## config.mk

```make
export PLATFORM = sky130hd
export DESIGN_NAME = cpuTop
export DESIGN_NICKNAME = d
export VERILOG_FILES = /design/src/source/cpuTypes_pkg.sv /design/src/source/busTypes_pkg.sv /design/src/source/alu.sv /design/src/source/controller.sv /design/src/source/cpuTop.sv /design/src/source/datapath.sv /design/src/source/hostRegs.sv /design/src/source/instrMem.sv /design/src/source/regFile.sv
export VERILOG_INCLUDE_DIRS = /design/src /design/src/source
export SDC_FILE = /design/constraint.sdc
export NUM_CORES = 2
export LEC_CHECK = 0
export BUFFER_PORTS_ARGS = -buffer_cell sky130_fd_sc_hd__buf_4
export CORE_ASPECT_RATIO = 1.5
export CORE_MARGIN = 2
export CORE_UTILIZATION = 45
export DETAILED_ROUTE_END_ITERATION = 7
export SETUP_SLACK_MARGIN = 0.05
export SLEW_MARGIN = 20
export SYNTH_ARGS = -nofsm -noshare
export SYNTH_HDL_FRONTEND = slang
export SYNTH_SLANG_ARGS = --single-unit
```

## constraint.sdc

```tcl
create_clock -name clk -period 8.5 [get_ports clk]
set_input_delay 1.7 -clock clk [delete_from_list [all_inputs] [get_ports clk]]
set_output_delay 1.7 -clock clk [all_outputs]
set_load 0.05 [all_outputs]
```

## src/source/core_consts.svh

```systemverilog
`ifndef CORE_CONSTS_SVH
`define CORE_CONSTS_SVH

// Datapath and register file widths
`define DATA_W      32
`define REG_AW      4
`define NUM_REGS    16

// Instruction store, word addressed
`define IMEM_AW     6
`define IMEM_DEPTH  64

// Host byte address map
`define WB_AW       12
`define CTRL_ADR    12'h100
`define STATUS_ADR  12'h104
`define FLAGS_ADR   12'h108
`define REGS_BASE   12'h140

`endif

```

## src/source/cpuTypes_pkg.sv

```systemverilog
`include "core_consts.svh"

package cpuTypes_pkg;

  // ARM condition field, NV is used as HALT
  typedef enum logic [3:0] {
    condEq = 4'h0,
    condNe = 4'h1,
    condAl = 4'hE,
    condNv = 4'hF
  } condE;

  // Data-processing opcodes with their ARM encodings
  typedef enum logic [3:0] {
    opAnd = 4'h0,
    opEor = 4'h1,
    opSub = 4'h2,
    opAdd = 4'h4,
    opCmp = 4'hA,
    opOrr = 4'hC,
    opMov = 4'hD
  } aluOpE;

  typedef struct packed {
    condE        cond;
    logic [1:0]  rsvd;
    logic        imm;
    aluOpE       opcode;
    logic        setFlags;
    logic [`REG_AW-1:0] rn;
    logic [`REG_AW-1:0] rd;
    // imm8 in [7:0] or rm in [3:0]
    logic [11:0] op2;
  } instrT;

  typedef struct packed {
    logic n;
    logic z;
    logic c;
    logic v;
  } flagsT;

  typedef struct packed {
    logic  valid;
    logic  regWrite;
    logic  useImm;
    logic  setFlags;
    aluOpE aluOp;
    condE  cond;
    logic  halt;
  } ctrlT;

endpackage

```

## src/source/busTypes_pkg.sv

```systemverilog
`include "core_consts.svh"

package busTypes_pkg;

  // Wishbone classic request from the host
  typedef struct packed {
    logic               cyc;
    logic               stb;
    logic               we;
    logic [`WB_AW-1:0]  adr;
    logic [`DATA_W-1:0] dat;
  } wbReqT;

  typedef struct packed {
    logic               ack;
    logic [`DATA_W-1:0] dat;
  } wbRspT;

  typedef struct packed {
    logic                start;
    logic                imemWe;
    logic [`IMEM_AW-1:0] imemAdr;
    logic [`DATA_W-1:0]  imemDat;
    logic [`REG_AW-1:0]  dbgReg;
  } hostCmdT;

  typedef struct packed {
    logic                running;
    logic                halted;
    cpuTypes_pkg::flagsT flags;
  } coreStatusT;

endpackage

```

## src/source/alu.sv

```systemverilog
`timescale 1ns/10ps
`include "core_consts.svh"

module alu import cpuTypes_pkg::*; (
  input  logic [`DATA_W-1:0] a,
  input  logic [`DATA_W-1:0] b,
  input  aluOpE              aluOp,
  input  flagsT              prevFlags,
  output logic [`DATA_W-1:0] result,
  output flagsT              flags
);

  logic               isSub;
  logic               arith;
  logic [`DATA_W-1:0] bEff;
  logic [`DATA_W:0]   sum;

  // One adder for ADD, SUB and CMP, subtract as a + ~b + 1
  assign isSub = (aluOp == opSub) || (aluOp == opCmp);
  assign arith = isSub || (aluOp == opAdd);
  assign bEff  = isSub ? ~b : b;
  assign sum   = {1'b0, a} + {1'b0, bEff} + (`DATA_W+1)'(isSub);

  always_comb begin
    case (aluOp)
      opAnd:               result = a & b;
      opEor:               result = a ^ b;
      opOrr:               result = a | b;
      opMov:               result = b;
      opSub, opAdd, opCmp: result = sum[`DATA_W-1:0];
      default:             result = '0;
    endcase
  end

  assign flags.n = result[`DATA_W-1];
  assign flags.z = (result == '0);
  // Carry out is "no borrow" on subtract, logical ops keep C and V
  assign flags.c = arith ? sum[`DATA_W] : prevFlags.c;
  assign flags.v = arith ? (a[`DATA_W-1] == bEff[`DATA_W-1]) &&
                           (result[`DATA_W-1] != a[`DATA_W-1]) : prevFlags.v;

endmodule

```

## src/source/controller.sv

```systemverilog
`timescale 1ns/10ps

module controller import cpuTypes_pkg::*; (
  input  logic       clk,
  input  logic       rstN,
  input  logic       start,
  input  instrT      instrD,
  input  flagsT      flagsE,
  input  logic       match1EM, match1EW, match2EM, match2EW,
  output ctrlT       ctrlE,
  output ctrlT       ctrlM,
  output ctrlT       ctrlW,
  output logic [1:0] fwdA,
  output logic [1:0] fwdB,
  output logic       stallF,
  output logic       flushD,
  output logic       running,
  output logic       halted
);

  typedef enum logic [1:0] {idle, run, drain} runStateE;

  runStateE state;
  ctrlT     ctrlD, ctrlERaw;
  logic     validD, condPass, haltE;

  // 2'b10 takes the M result, 2'b01 the W result, M is younger and wins
  function automatic logic [1:0] fwdSel(input logic matchM, input logic wrM,
                                        input logic matchW, input logic wrW);
    if (matchM && wrM) return 2'b10;
    if (matchW && wrW) return 2'b01;
    return 2'b00;
  endfunction

  always_comb begin
    ctrlD = '0;
    if (validD) begin
      ctrlD.valid    = 1'b1;
      ctrlD.halt     = (instrD.cond == condNv);
      ctrlD.useImm   = instrD.imm;
      ctrlD.aluOp    = instrD.opcode;
      ctrlD.cond     = instrD.cond;
      ctrlD.regWrite = (instrD.opcode != opCmp) && !ctrlD.halt;
      ctrlD.setFlags = (instrD.setFlags || instrD.opcode == opCmp) && !ctrlD.halt;
    end
  end

  // Condition check in E against the current flags
  always_comb begin
    case (ctrlERaw.cond)
      condEq:  condPass = flagsE.z;
      condNe:  condPass = !flagsE.z;
      default: condPass = 1'b1;
    endcase
    ctrlE = ctrlERaw;
    if (!condPass) begin
      ctrlE.valid    = 1'b0;
      ctrlE.regWrite = 1'b0;
      ctrlE.setFlags = 1'b0;
    end
  end

  assign fwdA    = fwdSel(match1EM, ctrlM.regWrite, match1EW, ctrlW.regWrite);
  assign fwdB    = fwdSel(match2EM, ctrlM.regWrite, match2EW, ctrlW.regWrite);
  assign haltE   = ctrlE.valid && ctrlE.halt;
  assign stallF  = (state != run) || haltE;
  assign flushD  = haltE;
  assign running = (state != idle);

  always_ff @(posedge clk) begin
    if (!rstN || start) begin
      validD   <= 1'b0;
      ctrlERaw <= '0;
      ctrlM    <= '0;
      ctrlW    <= '0;
    end else begin
      validD   <= !stallF;
      ctrlERaw <= flushD ? '0 : ctrlD;
      ctrlM    <= ctrlE;
      ctrlW    <= ctrlM;
    end
  end

  // Run sequence, drain waits for HALT to leave W
  always_ff @(posedge clk) begin
    if (!rstN) begin
      state  <= idle;
      halted <= 1'b0;
    end else if (start) begin
      state  <= run;
      halted <= 1'b0;
    end else begin
      case (state)
        run: begin
          if (haltE) state <= drain;
        end
        drain: begin
          if (ctrlW.valid && ctrlW.halt) begin
            state  <= idle;
            halted <= 1'b1;
          end
        end
        default: state <= idle;
      endcase
    end
  end

endmodule

```

## src/source/cpuTop.sv

```systemverilog
`timescale 1ns/10ps
`include "core_consts.svh"

module cpuTop import cpuTypes_pkg::*, busTypes_pkg::*; (
  input  logic  clk,
  input  logic  rstN,
  input  wbReqT wbReq,
  output wbRspT wbRsp
);

  hostCmdT             cmd;
  coreStatusT          status;
  instrT               instrD;
  flagsT               flagsE, aluFlags;
  ctrlT                ctrlE, ctrlW;
  logic [1:0]          fwdA, fwdB;
  logic                stallF, flushD, running, halted;
  logic                match1EM, match1EW, match2EM, match2EW;
  logic [`IMEM_AW-1:0] pcF;
  logic [`DATA_W-1:0]  fetchInstr, aluA, aluB, aluResult, regRd1, regRd2, regWd, dbgData;
  logic [`REG_AW-1:0]  regRa1, regRa2, regWa;

  assign status = '{running: running, halted: halted, flags: flagsE};

  hostRegs hostRegs_inst (.clk, .rstN, .wbReq, .wbRsp, .cmd, .status, .dbgData);

  instrMem #(.depth(`IMEM_DEPTH)) instrMem_inst (.clk, .we(cmd.imemWe), .wadr(cmd.imemAdr),
    .wdat(cmd.imemDat), .radr(pcF), .rdat(fetchInstr));

  controller controller_inst (.clk, .rstN, .start(cmd.start), .instrD, .flagsE, .match1EM,
    .match1EW, .match2EM, .match2EW, .ctrlE, .ctrlM(), .ctrlW, .fwdA, .fwdB, .stallF,
    .flushD, .running, .halted);

  datapath datapath_inst (.clk, .rstN, .start(cmd.start), .stallF, .flushD, .ctrlE, .ctrlW,
    .fwdA, .fwdB, .fetchInstr, .pcF, .instrD, .aluA, .aluB, .aluResult, .aluFlags, .flagsE,
    .regRa1, .regRa2, .regRd1, .regRd2, .regWa, .regWd, .match1EM, .match1EW, .match2EM,
    .match2EW);

  regFile regFile_inst (.clk, .we(ctrlW.regWrite), .wa(regWa), .wd(regWd), .ra1(regRa1),
    .ra2(regRa2), .rd1(regRd1), .rd2(regRd2), .dbgReg(cmd.dbgReg), .dbgData);

  alu alu_inst (.a(aluA), .b(aluB), .aluOp(ctrlE.aluOp), .prevFlags(flagsE),
    .result(aluResult), .flags(aluFlags));

endmodule

```

## src/source/datapath.sv

```systemverilog
`timescale 1ns/10ps
`include "core_consts.svh"

module datapath import cpuTypes_pkg::*; (
  input  logic                clk,
  input  logic                rstN,
  input  logic                start,
  input  logic                stallF,
  input  logic                flushD,
  input  ctrlT                ctrlE,
  input  ctrlT                ctrlW,
  input  logic [1:0]          fwdA,
  input  logic [1:0]          fwdB,
  input  logic [`DATA_W-1:0]  fetchInstr,
  output logic [`IMEM_AW-1:0] pcF,
  output instrT               instrD,
  output logic [`DATA_W-1:0]  aluA,
  output logic [`DATA_W-1:0]  aluB,
  input  logic [`DATA_W-1:0]  aluResult,
  input  flagsT               aluFlags,
  output flagsT               flagsE,
  output logic [`REG_AW-1:0]  regRa1,
  output logic [`REG_AW-1:0]  regRa2,
  input  logic [`DATA_W-1:0]  regRd1,
  input  logic [`DATA_W-1:0]  regRd2,
  output logic [`REG_AW-1:0]  regWa,
  output logic [`DATA_W-1:0]  regWd,
  output logic                match1EM, match1EW, match2EM, match2EW
);

  logic [`DATA_W-1:0] immD, rd1E, rd2E, immE, srcBE, resultM, resultW;
  logic [`REG_AW-1:0] ra1E, ra2E, waE, waM, waW;

  // Fetch, PC counts words
  always_ff @(posedge clk) begin
    if (!rstN || start) begin
      pcF <= '0;
    end else if (!stallF) begin
      pcF <= pcF + 1'b1;
    end
  end

  always_ff @(posedge clk) begin
    if (flushD) begin
      instrD <= '0;
    end else if (!stallF) begin
      instrD <= instrT'(fetchInstr);
    end
  end

  // Decode
  assign regRa1 = instrD.rn;
  assign regRa2 = instrD.op2[`REG_AW-1:0];
  assign immD   = {{(`DATA_W-8){1'b0}}, instrD.op2[7:0]};

  // Execute
  always_ff @(posedge clk) begin
    rd1E <= regRd1;
    rd2E <= regRd2;
    immE <= immD;
    ra1E <= regRa1;
    ra2E <= regRa2;
    waE  <= instrD.rd;
  end

  always_comb begin
    case (fwdA)
      2'b10:   aluA = resultM;
      2'b01:   aluA = resultW;
      default: aluA = rd1E;
    endcase
    case (fwdB)
      2'b10:   srcBE = resultM;
      2'b01:   srcBE = resultW;
      default: srcBE = rd2E;
    endcase
  end

  assign aluB = ctrlE.useImm ? immE : srcBE;

  // Flags follow the last flag-setting instruction that passed its condition
  always_ff @(posedge clk) begin
    if (!rstN || start) begin
      flagsE <= '0;
    end else if (ctrlE.setFlags) begin
      flagsE <= aluFlags;
    end
  end

  // Memory and writeback only carry the result
  always_ff @(posedge clk) begin
    resultM <= aluResult;
    waM     <= waE;
    resultW <= resultM;
    waW     <= waM;
  end

  assign regWa = waW;
  // Quiet write bus while W holds a bubble
  assign regWd = ctrlW.regWrite ? resultW : '0;

  // Hazard comparison, gated with regWrite in the controller
  assign match1EM = (waM == ra1E);
  assign match1EW = (waW == ra1E);
  assign match2EM = (waM == ra2E);
  assign match2EW = (waW == ra2E);

endmodule

```

## src/source/hostRegs.sv

```systemverilog
`timescale 1ns/10ps
`include "core_consts.svh"

module hostRegs import busTypes_pkg::*; (
  input  logic               clk,
  input  logic               rstN,
  input  wbReqT              wbReq,
  output wbRspT              wbRsp,
  output hostCmdT            cmd,
  input  coreStatusT         status,
  input  logic [`DATA_W-1:0] dbgData
);

  logic                req, wrReq, ackQ, startQ, imemWeQ;
  logic [`DATA_W-1:0]  rdMux, rdDataQ, imemDatQ;
  logic [`IMEM_AW-1:0] imemAdrQ;

  // New access seen while ack is still low
  assign req   = wbReq.cyc && wbReq.stb && !ackQ;
  assign wrReq = req && wbReq.we;

  always_comb begin
    rdMux = '0;
    if (wbReq.adr == `CTRL_ADR) rdMux = {{(`DATA_W-1){1'b0}}, status.running};
    else if (wbReq.adr == `STATUS_ADR) rdMux = {{(`DATA_W-2){1'b0}}, status.halted, status.running};
    else if (wbReq.adr == `FLAGS_ADR) rdMux = {{(`DATA_W-4){1'b0}}, status.flags};
    else if ((wbReq.adr & 12'hFC0) == `REGS_BASE) rdMux = dbgData;
  end

  always_ff @(posedge clk) begin
    if (!rstN) begin
      ackQ    <= 1'b0;
      startQ  <= 1'b0;
      imemWeQ <= 1'b0;
    end else begin
      ackQ    <= req;
      startQ  <= wrReq && (wbReq.adr == `CTRL_ADR) && wbReq.dat[0];
      // Program loads only while the core is stopped
      imemWeQ <= wrReq && (wbReq.adr < `CTRL_ADR) && !status.running;
    end
  end

  always_ff @(posedge clk) begin
    if (req) rdDataQ <= rdMux;
    imemAdrQ <= wbReq.adr[`IMEM_AW+1:2];
    imemDatQ <= wbReq.dat;
  end

  assign wbRsp = '{ack: ackQ, dat: rdDataQ};
  assign cmd   = '{start: startQ, imemWe: imemWeQ, imemAdr: imemAdrQ, imemDat: imemDatQ,
                   dbgReg: wbReq.adr[`REG_AW+1:2]};

endmodule

```

## src/source/instrMem.sv

```systemverilog
`timescale 1ns/10ps
`include "core_consts.svh"

module instrMem #(
  parameter int depth = `IMEM_DEPTH
) (
  input  logic                     clk,
  input  logic                     we,
  input  logic [$clog2(depth)-1:0] wadr,
  input  logic [`DATA_W-1:0]       wdat,
  input  logic [$clog2(depth)-1:0] radr,
  output logic [`DATA_W-1:0]       rdat
);

  logic [`DATA_W-1:0] mem [depth];

  // Host side write
  always_ff @(posedge clk) begin
    if (we) mem[wadr] <= wdat;
  end

  // Fetch reads in the same cycle
  assign rdat = mem[radr];

endmodule

```

## src/source/regFile.sv

```systemverilog
`timescale 1ns/10ps
`include "core_consts.svh"

module regFile (
  input  logic               clk,
  input  logic               we,
  input  logic [`REG_AW-1:0] wa,
  input  logic [`DATA_W-1:0] wd,
  input  logic [`REG_AW-1:0] ra1,
  input  logic [`REG_AW-1:0] ra2,
  output logic [`DATA_W-1:0] rd1,
  output logic [`DATA_W-1:0] rd2,
  input  logic [`REG_AW-1:0] dbgReg,
  output logic [`DATA_W-1:0] dbgData
);

  logic [`DATA_W-1:0] regs [`NUM_REGS];

  always_ff @(posedge clk) begin
    if (we) begin
      regs[wa] <= wd;
    end
  end

  // Write-through, decode sees the value retiring in W this cycle
  assign rd1 = (we && wa == ra1) ? wd : regs[ra1];
  assign rd2 = (we && wa == ra2) ? wd : regs[ra2];

  // Host debug read
  assign dbgData = regs[dbgReg];

endmodule

```

**Word level (Yosys, flattened, before mapping)**

Memories as Yosys holds them, arrays and structs flattened. A register that Yosys moved wholly into a read port is not among the register bits.
Index checks and enable logic that the tools add are counted.

- Bits in writable memories: 2,560
- Memories: 2
- Word-level logic and storage cells: 163
- Register bits after elaboration: 198

Memory list:

| name | words | bits a word | read ports | clocked after memory_dff | write ports | line | text |
|---|---|---|---|---|---|---|---|
| instrMem_inst.mem | 64 | 32 | 1 | 1 | 1 | instrMem.sv:15 | `` logic [`DATA_W-1:0] mem [depth]; `` |
| regFile_inst.regs | 16 | 32 | 3 | 2 | 1 | regFile.sv:17 | `` logic [`DATA_W-1:0] regs [`NUM_REGS]; `` |

- Add/subtract/negate cells: 3
- Order comparisons: 1
- Reduce and logical (&&, ||, !) cells: 43
- Bitwise operators: 8
- Equality and inequality tests: 31
- Mux-type cells: 36

Operators by type and width:

| operator | number |
|---|---|
| $pmux 32 s5 | 1 |
| $pmux 32 s2 | 2 |
| $mux 32 | 3 |
| $eq 12x9->1 const B | 3 |
| $add 32x32->33 | 1 |
| $add 33x1->33 | 1 |
| $and 32x32->32 | 1 |
| $logic_not 32->1 | 1 |
| $not 32->32 | 1 |
| $or 32x32->32 | 1 |
| $xor 32x32->32 | 1 |
| $mux 2 | 12 |
| $eq 4x4->1 const B | 5 |
| $eq 4x4->1 | 4 |
| $logic_and 1x1->1 | 16 |
| $mux 1 | 13 |
| $mux 13 | 1 |
| $lt 12x9->1 const B | 1 |
| $eq 4x1->1 const B | 2 |
| $logic_not 4->1 | 2 |
| $mux 4 | 2 |
| $reduce_and 2->1 | 4 |
| $reduce_or 2->1 | 4 |
| $logic_not 1->1 | 7 |
| 18 further kinds | 33 |

**Depth between registers and ports, before layout**

- Depth after elaboration: 16
- Gate-level depth with buffers: 27
- Mapped depth without buffers: 21

**By module**

A second synthesis with hierarchy kept.

- Cells, all modules: 6,122
- Area total of the unflattened synthesis: 119,781.1 um^2

By module, submodules not included:

| module | cells each | instances | area each (um^2) | sequential area each (um^2) |
|---|---|---|---|---|
| instrMem | 3,292 | 1 | 77,874.7 | 61,499.0 |
| regFile | 1,351 | 1 | 27,480.1 | 15,374.7 |
| datapath | 595 | 1 | 6,396.1 | 3,883.7 |
| alu | 620 | 1 | 4,365.4 | 0.0 |
| hostRegs | 136 | 1 | 2,189.6 | 1,781.7 |
| controller | 128 | 1 | 1,475.2 | 860.8 |

**Worst setup path before layout**

OpenSTA, ideal clock, no wires.

- Kind: register to register
- Start point: reg datapath_inst.ra2E[0]
- End point: reg, netlist name datapath_inst.flagsE[2]
- Period minus slack after synthesis: 6.855 ns
- Arrival time: 6.794 ns
- Stages on the path, launching flop included: 27
- Setup slack: 1.645 ns
- Buffers on the path: 8
- Path through: dfxtp_1 -> buf_6 -> buf_12 -> buf_6 -> buf_4 -> buf_2 -> buf_4 -> buf_2 -> buf_2 -> mux4_2 -> mux4_2 -> nand2_1 -> a311oi_1 -> xor2_1 -> ha_1 -> and4_1 -> and2_1 -> a31oi_1 -> nand3_1 -> xor2_1 -> a2111o_1 -> or4_1 -> nor4_1 -> or3b_1 -> or4_1 -> and4bb_1 -> a32o_1

- Cells in the longest elaborated chain, start to end: 15

Ends and longest elaborated chain:

| element | line | text |
|---|---|---|
| from (decl) | datapath.sv:32 | `` logic [`REG_AW-1:0] ra1E, ra2E, waE, waM, waW; `` |
| from (signal assigned) | datapath.sv:62 | `ra2E <= regRa2;` |
| $eq 4x4->1 | datapath.sv:106 | `assign match2EW = (waW == ra2E);` |
| $logic_and 1x1->1 | controller.sv:31 | `if (matchW && wrW) return 2'b01;` |
| $mux 1 (2 in series) | controller.sv:31 |  |
| $mux 2 | controller.sv:32 | `return 2'b00;` |
| $mux 2 * | controller.sv:31 |  |
| $eq 2x1->1 / $eq 2x2->1 (equally long branches) | datapath.sv:72 | `case (fwdB)` |
| $pmux 32 s2 * | datapath.sv:72 |  |
| $mux 32 * | datapath.sv:79 | `assign aluB = ctrlE.useImm ? immE : srcBE;` |
| $not 32->32 | alu.sv:21 | `assign bEff = isSub ? ~b : b;` |
| $mux 32 | alu.sv:21 |  |
| $add 32x32->33 | alu.sv:22 | `` assign sum = {1'b0, a} + {1'b0, bEff} + (`DATA_W+1)'(isSub); `` |
| $add 33x1->33 | alu.sv:22 |  |
| $pmux 32 s5 * | alu.sv:25 | `case (aluOp)` |
| $logic_not 32->1 * | alu.sv:36 | `assign flags.z = (result == '0);` |

Every way passes the cells marked *; elsewhere a longest branch is shown, timed or not. The select of a mux whose other input is x is not followed.
A chain may end at the register's enable or synchronous reset.

**Worst setup path after layout**

- Start point: reg datapath_inst.ra2E[0]
- End point: reg, netlist name datapath_inst.flagsE[2]

- Cells in the longest elaborated chain, start to end: 15

Ends and longest elaborated chain:

| element | line | text |
|---|---|---|
| $eq 4x4->1 | datapath.sv:106 |  |
| $logic_and 1x1->1 | controller.sv:31 |  |
| $mux 1 (2 in series) | controller.sv:31 |  |
| $mux 2 | controller.sv:32 |  |
| $mux 2 * | controller.sv:31 |  |
| $eq 2x1->1 / $eq 2x2->1 (equally long branches) | datapath.sv:72 |  |
| $pmux 32 s2 * | datapath.sv:72 |  |
| $mux 32 * | datapath.sv:79 |  |
| $not 32->32 | alu.sv:21 |  |
| $mux 32 | alu.sv:21 |  |
| $add 32x32->33 | alu.sv:22 |  |
| $add 33x1->33 | alu.sv:22 |  |
| $pmux 32 s5 * | alu.sv:25 |  |
| via aluResult[20] | cpuTop.sv:20 | `` logic [`DATA_W-1:0] fetchInstr, aluA, aluB, aluResult, regRd1, regRd2, regWd, dbgData; `` |
| $logic_not 32->1 * | alu.sv:36 |  |

The timed path passes the listed nets; every way through them passes the cells marked *. The select of a mux whose other input is x is not followed.

==> results.yml <==
die:
  core-area_um2: 226000
  die_w_um: 393
  start_util: 0.452
  die_area_um2: 231000
  ioPinCount: 82
  rows: 214
  die_height_um: 588
clock_network:
  cts_setup_buffers: 0
  tritoncts: "built"
  cts_max_path_buffers: 4
  clk_latency_ns: 0.91
  htreeDepth: 4
  clock-sinks: 2390
  cts_inserted_buffers: 226
  postCtsResizedCells: 0
  cts_root_buffer: "clkbuf_16"
  cts_hold_buf: 0
  cts.clk_slew.worst_paths_ns: 0.06
yosys:
  ys_ff_latch: 2390
  yosys.area.top_type_share: 0.649
  syn_area_um2: 102000
  synth_fp_nets: 5202
  syn-instance-count: 5056
  ys_warn_count: 0
  yosys.area.top_type: "edfxtp_1"
  synth-seq-area-share: 0.684
  synth-main-ff-cell: "edfxtp_1"
  synth_area_leaders: "edfxtp_1, mux4_2, dfxtp_1"
  async_flop_share: 0
  synthDistinctLibCells: 79
  synth_edf_count: 2208
  syn_area_per_cell_um2: 20.2
final_layout:
  final_nets: 5350
  syn_to_final_growth_pct: 12.3
  regArea_um2: 70100
  mostFrequentLayoutCell: "edfxtp_1"
  final_cell_mix: "edfxtp_1, mux4_2, buf_4"
  post-route-util: 0.507
  n_fill_cell: 17930
  multi_input_area_um2: 31300
  drive_gt1_frac: 0.324
critical_path:
  critPathKind: "reg2reg"
  start_kind: "flop"
  critPathMaxFanout: 28
  worst_ep_arrival_time_ns: 8.28
  path_cells: "buf_4 > mux4_2 > a22oi_1 > a2111oi_0 > a221o_1 > inv_1 > xnor2_1 > ha_1 > a21oi_1 > o211ai_1 > a31oi_1 > a41oi_1 > mux2i_1 > o211ai_1 > or4_1 > nor4_1 > or3b_1 > or4_1 > and4bb_1 > a32o_1"
  crit_path_max_incr_delay_ns: 0.75
  cpMaxStageDelayCell: "dfxtp_4"
  worst_setup_path_end_kind: "flop"
  required_ns: 9.23
power:
  cellPowerDensity_nw_per_um2: 201
  intPower_w: 0.0185
  p_sw_w: 0.00461
  clkPwrFrac: 0.434
  p_leak_nw: 33.2
  peakVddDrop_mv: 0.202
  power_w: 0.0231
  p_sw_frac: 0.199
  comb_power_share: 0.007
  power_frac_seq: 0.559
detailed_routing:
  drt_wl_total_um: 279000
  wl_per_cell_um: 33.1
  vias_per_cell: 6.20
  initialDrtViolationCount: 4907
  drtPass1Iterations: 6
  vias: 52238
  drc: 0
  drtAntennaViolNets: 0
timing:
  min_period_ns: 7.55
  whs_ns: 0.327
  max_slew.worst_pin.slew_ns: 1.16
  relSlewSlack: 0.223
  drv_slew: 0
  setup_violations: 0
  hold_violations: 0
  clock_skew_ns: 0.134
  fin_crit_sh: 0.888
  tns_ns: 0
  clock.fmax_ghz: 0.133
  rsz0062_at_grt: "no"
placement:
  dp_hpwl_um: 169000
  gp_congestion: 0.912
  port_buffers: 75
global_routing:
  grt_pass1_vias: 54159
  grt_max_degree: 109
  antenna_found_initial: 18
  grt_overflow: 0
  track_usage: 0.242
  grt_pass1_wl_um: 396000
min_path:
  hold_path.class: "reg2reg"
outcome:
  outcome: "finished clean"
run:
  max_cap_violations: 0
[power groups by stage]
stage	combinational [W]	sequential, W	clock, W
2_1_floorplan	0.0000746	0.0131	0
3_3_place_gp	0.000158	0.0132	0
3_5_place_dp	0.000157	0.0132	0
4_1_cts	0.000158	0.0129	0.0102
5_1_grt	0.000168	0.0129	0.0106
6_report	0.000160	0.0129	0.0100
[per-layer routing]
metal,vias to the layer above,global-route usage,wire length [um]
li1,21583,-,-
met1,28252,0.291,100000
met2,1836,0.424,146000
met3,565,0.0288,14300
met4,2,0.133,18100
met5,-,0,7
[logic make-up after synthesis]
| group | after synthesis | share of synthesized area |
|---|---|---|
| flip-flops | 2390 | 0.684 |
| multiplexers | 1081 | 0.227 |
| AND/OR/NAND/NOR | 621 | 0.0288 |
| buffers and inverters | 406 | 0.0155 |
| AO/OA/AOI/OAI | 390 | 0.0265 |
| adder cells (fa/ha/maj) | 97 | 0.0119 |
| XOR/XNOR | 71 | 0.00608 |
[state kept, by name, summed over array words and instances (netlist names), 2 cells and up]
| register | count |
|---|---|
| datapath_inst.immE | 5 |
| controller_inst.ctrlERaw | 3 |
| datapath_inst.waE | 4 |
| controller_inst.ctrlE | 10 |
| datapath_inst.pcF | 6 |
| hostRegs_inst.imemAdrQ | 6 |
| hostRegs_inst.imemDatQ | 26 |
| datapath_inst.ra1E | 4 |
| hostRegs_inst.rdDataQ | 32 |
| datapath_inst.resultM | 32 |
| regFile_inst.regs | 512 |
| controller_inst.ctrlW | 3 |
| datapath_inst.regWa | 4 |
| instrMem_inst.mem | 1664 |
| datapath_inst.ra2E | 3 |
| controller_inst.state | 2 |
| datapath_inst.flagsE | 4 |
| datapath_inst.regRa1 | 4 |
| datapath_inst.waM | 4 |
| datapath_inst.instrD | 22 |
| datapath_inst.resultW | 32 |
| controller_inst.ctrlM | 3 |
[layout make-up]
cell class | count | share of cell area
Inverter | 76 | 0.00249
Clock inverter | 148 | 0.0117
Tap cell | 3024 | 0.0330
Sequential cell | 2390 | 0.611
Multi-Input combinational cell | 2260 | 0.273
Antenna cell | 4 | 0.0000872
Clock buffer | 268 | 0.0512
Timing Repair Buffer | 250 | 0.0179
[worst paths after layout]
check | startpoint | depth (start not counted) | slack (ns) | to
worst min-delay path | datapath_inst.waE[2] | 0 | 0.33 | datapath_inst.waM[2]
worst max-delay path | datapath_inst.ra2E[0] | 20 | 0.95 | datapath_inst.flagsE[2]
worst min register to register | datapath_inst.waE[2] | 0 | 0.33 | datapath_inst.waM[2]
worst max register to register | datapath_inst.ra2E[0] | 20 | 0.95 | datapath_inst.flagsE[2]
[Yosys cell counts (all sizes together), types with 5 or more instances]
cell,number
edfxtp,2208
mux4,981
clkbuf,215
nand2,209
dfxtp,182
nor2,162
buf,115
a21oi,101
ha,96
inv,75
mux2i,68
o21ai,62
and2,61
nor2b,40
xor2,40
mux2,32
o221a,31
xnor2,31
o22ai,30
nor3,28
nand3,27
a22oi,21
nand4,20
a311oi,19
and3,19
a21o,15
a31oi,12
a211oi,10
o21bai,10
a211o,8
nand2b,8
o21a,8
or3,8
nand3b,6
nor4,6
o211ai,6
or4,6
a22o,5
o31ai,5
[through the flow]
stage,cell area (um2),cells,worst slack [ns]
2_1_floorplan,102000,5056,1.65
3_3_place_gp,107000,7999,1.14
3_5_place_dp,107000,7999,1.12
4_1_cts,115000,8415,0.996
5_1_grt,115000,8417,0.591
6_report,115000,8420,0.953
[worst max-delay path: cells and delay by family (launching register included)]
| family | cells | cell delay [ns] |
|---|---|---|
| AO/OA/AOI/OAI | 9 | 2.60 |
| AND/OR/NAND/NOR | 5 | 2.05 |
| multiplexers | 2 | 0.77 |
| flip-flops | 1 | 0.75 |
| buffers and inverters | 2 | 0.69 |
| adder cells (fa/ha/maj) | 1 | 0.43 |
| XOR/XNOR | 1 | 0.09 |
(Power assumes the default switching activity.)
